===== src/common/uart_timing_pkg.sv =====
package uart_timing_pkg;

  // --------------------------------------------------
  // serial line timing, all counts in clk cycles
  // --------------------------------------------------

  // length of one serial bit
  localparam int unsigned bit_cycles = 8;

  // receiver samples each bit here, counted from the bit's start
  localparam int unsigned half_bit_cycles = bit_cycles / 2;

  // 8N1: start, eight data bits, stop
  localparam int unsigned frame_bits = 10;

  // flops on the asynchronous rx input
  localparam int unsigned sync_stages = 2;

endpackage


===== src/common/uart_types_pkg.sv =====
package uart_types_pkg;

  // --------------------------------------------------
  // data and counter types
  // --------------------------------------------------

  typedef logic [7:0] uart_byte_t;

  // index of the current bit inside one frame
  typedef logic [3:0] bit_count_t;

  // clk cycles elapsed inside one bit
  typedef logic [3:0] cycle_count_t;

  // --------------------------------------------------
  // state machines
  // --------------------------------------------------

  typedef enum logic [1:0] {tx_idle, tx_start, tx_data, tx_stop} tx_state_t;

  typedef enum logic [1:0] {rx_idle, rx_start, rx_data, rx_stop} rx_state_t;

endpackage


===== src/design/uart_rx.sv =====
`timescale 1ns/1ns

module uart_rx (
  input  logic                       clk,
  input  logic                       rst,
  input  logic                       rx,
  output uart_types_pkg::uart_byte_t data,
  output logic                       valid,
  output logic                       frame_error
);

  import uart_timing_pkg::*;
  import uart_types_pkg::*;

  localparam cycle_count_t last_cycle = cycle_count_t'(bit_cycles - 1);
  localparam cycle_count_t mid_start  = cycle_count_t'(half_bit_cycles - 1);
  localparam bit_count_t   last_bit   = bit_count_t'($bits(uart_byte_t) - 1);

  logic [sync_stages-1:0] sync_q;
  logic                   rx_s;
  logic                   rx_prev;
  logic                   fall;

  rx_state_t    state;
  cycle_count_t cycle_cnt;
  bit_count_t   bit_cnt;
  uart_byte_t   shift_q;

  logic sample_tick;
  logic stop_tick;

  // --------------------------------------------------
  // input synchronizer and edge detect
  // --------------------------------------------------
  always_ff @(posedge clk) begin
    if (rst) begin
      // line idles high
      sync_q  <= '1;
      rx_prev <= 1'b1;
    end else begin
      sync_q  <= {sync_q[sync_stages-2:0], rx};
      rx_prev <= rx_s;
    end
  end

  assign rx_s = sync_q[sync_stages-1];
  assign fall = rx_prev && !rx_s;

  // data and stop bits are sampled once per bit, mid-bit
  assign sample_tick = (state == rx_data) && (cycle_cnt == last_cycle);
  assign stop_tick   = (state == rx_stop) && (cycle_cnt == last_cycle);

  // --------------------------------------------------
  // receive FSM
  // --------------------------------------------------
  always_ff @(posedge clk) begin
    if (rst) begin
      state       <= rx_idle;
      cycle_cnt   <= '0;
      bit_cnt     <= '0;
      valid       <= 1'b0;
      frame_error <= 1'b0;
    end else begin
      valid       <= 1'b0;
      frame_error <= 1'b0;
      cycle_cnt   <= cycle_cnt + 1'b1;
      case (state)
        rx_idle: begin
          cycle_cnt <= '0;
          if (fall) begin
            state <= rx_start;
          end
        end
        rx_start: begin
          if (cycle_cnt == mid_start) begin
            cycle_cnt <= '0;
            bit_cnt   <= '0;
            // high again at mid-bit means it was a glitch
            state     <= rx_s ? rx_idle : rx_data;
          end
        end
        rx_data: begin
          if (sample_tick) begin
            cycle_cnt <= '0;
            bit_cnt   <= bit_cnt + 1'b1;
            if (bit_cnt == last_bit) begin
              state <= rx_stop;
            end
          end
        end
        rx_stop: begin
          if (stop_tick) begin
            valid       <= rx_s;
            frame_error <= !rx_s;
            state       <= rx_idle;
          end
        end
        default: state <= rx_idle;
      endcase
    end
  end

  // --------------------------------------------------
  // data path
  // --------------------------------------------------
  always_ff @(posedge clk) begin
    if (sample_tick) begin
      // LSB arrives first, shift in from the top
      shift_q <= {rx_s, shift_q[7:1]};
    end
  end

  // output byte only changes on a good frame
  always_ff @(posedge clk) begin
    if (stop_tick && rx_s) begin
      data <= shift_q;
    end
  end

endmodule


===== src/design/uart_top.sv =====
`timescale 1ns/1ns

module uart_top (
  input  logic                       clk,
  input  logic                       rst,

  // parallel transmit side
  input  uart_types_pkg::uart_byte_t tx_data,
  input  logic                       tx_valid,
  output logic                       tx_busy,

  // parallel receive side
  output uart_types_pkg::uart_byte_t rx_data,
  output logic                       rx_valid,
  output logic                       rx_frame_error,

  // serial pins
  input  logic                       rx,
  output logic                       tx
);

  // --------------------------------------------------
  // transmit direction
  // --------------------------------------------------
  uart_tx u_tx (
    .clk   (clk),
    .rst   (rst),
    .data  (tx_data),
    .valid (tx_valid),
    .busy  (tx_busy),
    .tx    (tx)
  );

  // --------------------------------------------------
  // receive direction, rx is asynchronous here
  // --------------------------------------------------
  uart_rx u_rx (
    .clk         (clk),
    .rst         (rst),
    .rx          (rx),
    .data        (rx_data),
    .valid       (rx_valid),
    .frame_error (rx_frame_error)
  );

endmodule


===== src/design/uart_tx.sv =====
`timescale 1ns/1ns

module uart_tx (
  input  logic                     clk,
  input  logic                     rst,
  input  uart_types_pkg::uart_byte_t data,
  input  logic                     valid,
  output logic                     busy,
  output logic                     tx
);

  import uart_timing_pkg::*;
  import uart_types_pkg::*;

  localparam cycle_count_t last_cycle = cycle_count_t'(bit_cycles - 1);
  // frame index of the last data bit, the stop bit follows it
  localparam bit_count_t last_data_bit = bit_count_t'(frame_bits - 2);

  tx_state_t    state;
  cycle_count_t cycle_cnt;
  bit_count_t   bit_cnt;
  uart_byte_t   shift_q;

  logic accept;
  logic bit_end;

  // strobes during a frame are simply dropped
  assign accept  = (state == tx_idle) && valid;
  assign bit_end = (cycle_cnt == last_cycle);
  assign busy    = (state != tx_idle);

  // --------------------------------------------------
  // frame sequencing
  // --------------------------------------------------
  always_ff @(posedge clk) begin
    if (rst) begin
      state     <= tx_idle;
      cycle_cnt <= '0;
      bit_cnt   <= '0;
      tx        <= 1'b1;
    end else begin
      cycle_cnt <= bit_end ? '0 : cycle_cnt + 1'b1;
      case (state)
        tx_idle: begin
          cycle_cnt <= '0;
          if (accept) begin
            bit_cnt <= '0;
            tx      <= 1'b0;
            state   <= tx_start;
          end
        end
        tx_start: begin
          if (bit_end) begin
            bit_cnt <= bit_cnt + 1'b1;
            tx      <= shift_q[0];
            state   <= tx_data;
          end
        end
        tx_data: begin
          if (bit_end) begin
            bit_cnt <= bit_cnt + 1'b1;
            if (bit_cnt == last_data_bit) begin
              tx    <= 1'b1;
              state <= tx_stop;
            end else begin
              // next bit, before the shift below moves it to bit 0
              tx <= shift_q[1];
            end
          end
        end
        tx_stop: begin
          if (bit_end) begin
            state <= tx_idle;
          end
        end
        default: state <= tx_idle;
      endcase
    end
  end

  // --------------------------------------------------
  // data shift register, LSB goes out first
  // --------------------------------------------------
  always_ff @(posedge clk) begin
    if (accept) begin
      shift_q <= data;
    end else if (state == tx_data && bit_end) begin
      shift_q <= {1'b0, shift_q[7:1]};
    end
  end

endmodule


===== config.mk =====
export PLATFORM = sky130hd
export DESIGN_NAME = uart_top
export DESIGN_NICKNAME = d
export VERILOG_FILES = /design/src/common/uart_timing_pkg.sv /design/src/common/uart_types_pkg.sv /design/src/design/uart_rx.sv /design/src/design/uart_top.sv /design/src/design/uart_tx.sv
export SDC_FILE = /design/constraint.sdc
export NUM_CORES = 1
export LEC_CHECK = 0
export ABC_AREA = 1
export BUFFER_PORTS_ARGS = -buffer_cell sky130_fd_sc_hd__buf_2
export CAP_MARGIN = 20
export CORE_MARGIN = 4
export CORE_UTILIZATION = 51
export CTS_CLUSTER_SIZE = 14
export DETAILED_ROUTE_END_ITERATION = 8
export HOLD_SLACK_MARGIN = 0.1
export MAX_ROUTING_LAYER = met4
export PLACE_DENSITY = 0.73
export RECOVER_POWER = 50
export SLEW_MARGIN = 25
export SYNTH_ARGS = -nofsm -noshare
export SYNTH_HDL_FRONTEND = slang
export SYNTH_SLANG_ARGS = --single-unit
export TNS_END_PERCENT = 50

===== constraint.sdc =====
create_clock -name clk -period 4.2 [get_ports clk]
set_input_delay 0.84 -clock clk [delete_from_list [all_inputs] [get_ports clk]]
set_output_delay 0.84 -clock clk [all_outputs]
set_load 0.02 [all_outputs]

==> flow_summary.yaml <==
routing:
  drt-wirelength-per-cell_um: 11.7
  drt_iter0_markers: 48
  drtAntennaViolNets: 0
  routed_wirelength_mm: 3.63
  vias: 1497
  drt_pre_antenna_iters: 4
  drc: 0
  vias_per_cell: 4.81
sta:
  worst_slew_pin_slew_ps: 644
  finalWorstPathRequiredPeriod_ps: 2160
  slew_headroom: 0.569
  final.hold.worst_slack_ps: 425
  fin_tns_setup_ps: 0
  report.final.hold_viol_count: 0
  maxClockFrequency_ghz: 0.463
  slew_viol_final: 0
  worst_clock_skew_ps: 8.43
  setup_violations: 0
  grt_setup_unrepaired: "no"
  period_share: 0.514
critical_path:
  critical_setup_path_kind: "register to primary output"
  crit_arrival_ps: 1320
  path_max_fanout: 5
  worst-endpoint-required_ps: 3360
  timing.critical_path.to_type: "primary output"
  critPathLaunchType: "register"
yosys:
  yosys.cell_types.count: 28
  synthDominantAreaCellType: "sky130_fd_sc_hd__edfxtp_1"
  syn-cell-area_mm2: 0.00227
  async_flop_share: 0
  ys_ff_latch: 50
  synth-seq-area-share: 0.546
  postSynthNetCount: 257
  post_synth.cell_area_avg_um2: 9.93
  number_of_cells_produced_by_synthesis: 229
  synth_edf_count: 24
  ys.warnings.count: 0
  yosys-top-cells-area: "sky130_fd_sc_hd__edfxtp_1 (32%), sky130_fd_sc_hd__dfxtp_1 (23%), sky130_fd_sc_hd__ha_1 (8.8%)"
  yosysTopAreaCellShare: 0.317
  synth-main-ff-cell: "sky130_fd_sc_hd__dfxtp_1"
grt:
  grt_pass1_vias: 1383
  global_route.usage.total: 0.149
  grt-busiest-layer: "met2"
  overflow_left_after_global_routing: 0
  antenna_violations_before_repair: 0
  grt_util_met1: 0.191
  grt_use_met3: 0.0454
  grt_start_max_net_pins: 16
  global_route.usage.met2: 0.225
  grt_first_pass_wirelength_mm: 6.09
clocking:
  clkTransAtPathRegs_ps: 90
  clock_latency_ps: 300
  maximum_clock_insertion_buffer_count: 2
  cts.sinks: 50
  postCtsResizedCells: 0
  ctsHtreeMaxLevel: 2
  tritoncts_clock_tree: "done"
  cts_buffers: 5
  post_cts.repair.setup_buffers: 0
  post_cts_hold_buffer_count: 0
  root_buffer: "sky130_fd_sc_hd__clkbuf_8"
finish:
  area_growth_syn_to_layout_pct: 11.2
  mostFrequentLayoutCell: "sky130_fd_sc_hd__nand2_1"
  drive_gt1_frac: 0.208
  leading_cell_types_in_the_layout_fill_and_taps_excluded: "sky130_fd_sc_hd__nand2_1 (43), sky130_fd_sc_hd__inv_1 (30), sky130_fd_sc_hd__dfxtp_1 (26)"
  antenna_cells_inserted: 0
  final_nets: 286
run:
  maxCapViolCount: 0
die:
  die_outline_area_mm2: 0.00559
  die_x_um: 74.8
  ios: 24
  vertical_die_dimension_um: 74.8
  coreArea_mm2: 0.00432
  row_count: 24
  initial_cell_density_of_the_core: 0.526
power:
  vdd.ir_drop.worst_mv: 0.343
  power_density_mw_per_mm2: 551
  p_leak_nw: 1.06
place:
  port-buffer-count: 23
  place_hpwl_mm: 2.71
  routabilityCongestion: 0.817
outcome:
  run_status: "complete, no violations"
min_path:
  hp-class: "register to register"
-- flip-flops by register name (all words and copies together), names as in the netlist, 2 cells and up, named ones only --
signal          flops
u_tx.cycle_cnt      4
u_tx.shift_q        8
u_rx.sync_q         2
u_rx.bit_cnt        4
u_tx.state          2
u_rx.data           8
u_rx.cycle_cnt      4
u_rx.shift_q        8
u_tx.bit_cnt        4
-- worst max-delay path, cell delays in order (launching register included) --
cell	delay [ps]
sky130_fd_sc_hd__dfxtp_1	420
sky130_fd_sc_hd__inv_1	110
sky130_fd_sc_hd__ha_1	240
sky130_fd_sc_hd__inv_1	90
sky130_fd_sc_hd__buf_2	170
-- routing by layer --
metal	up-vias	routed length, µm	share of wire
met5	-	0	0
met2	22	1680	0.46
met3	4	170	0.047
met1	674	1750	0.48
met4	0	37	0.010
li1	797	-	-
-- cells in the mapped netlist (4+ instances only) --
cell type	n
sky130_fd_sc_hd__dfxtp_1	26
sky130_fd_sc_hd__nand2_1	42
sky130_fd_sc_hd__nor2_1	23
sky130_fd_sc_hd__a21oi_1	10
sky130_fd_sc_hd__ha_1	16
sky130_fd_sc_hd__nand2_2	6
sky130_fd_sc_hd__edfxtp_1	24
sky130_fd_sc_hd__mux2_2	6
sky130_fd_sc_hd__inv_1	29
sky130_fd_sc_hd__nand3_1	13
sky130_fd_sc_hd__inv_2	4
-- cells by family (layout without fill, tap and decap cells) --
kind of cell               Yosys count  after routing  synth area share
and+or+nand+nor                     96             96             0.201
muxes                                6              6            0.0297
adders and majority gates           16             16            0.0881
AOI/OAI and AO/OA                   25             25            0.0710
DFF                                 50             50             0.546
buffers and inverters               35             65            0.0600
xor gates and xnor gates             1              1           0.00385
-- layout make-up --
class                      count  area (µm²)
multi-input combinational    144         872
inverter                      34         129
clock inverter                 3        40.0
clock buffer                   5        68.8
tap                           52        65.1
sequential                    50        1240
timing repair buffer          23         111
fill                         407        1800
-- per-stage QoR --
| step | cell area (µm²) | power (mW) | utilization | setup slack (ps) | std cells |
|---|---|---|---|---|---|
| floorplan | 2270 | 1.00 | - | 2520 | 229 |
| CTS | 2550 | 1.42 | 0.591 | 2020 | 311 |
| global placement | 2450 | 1.08 | 0.566 | 2350 | 303 |
| finish | 2530 | 1.39 | 0.584 | 2040 | 311 |
| detailed placement | 2450 | 1.09 | 0.566 | 2350 | 303 |
| global route | 2530 | 1.49 | 0.584 | 1970 | 311 |
-- path summary, 6_finish.rpt --
kind,slack (ps),cells after the start,start,end
worst max-delay path,2040,4,u_tx.state[0],tx_busy
worst min-delay path,420,1,u_rx.sync_q[0],u_rx.sync_q[1]
worst max register to register,2460,4,u_rx.state[0],u_rx.shift_q[4]
worst min register to register,420,1,u_rx.sync_q[0],u_rx.sync_q[1]
-- power breakdown --
part	total (mW)	leakage, nW	internal (mW)	switching, mW
Sequential	0.638	0.432	0.590	0.0475
Clock	0.330	0.0579	0.175	0.155
Combinational	0.424	0.568	0.161	0.263
(Power assumes the default switching activity.)
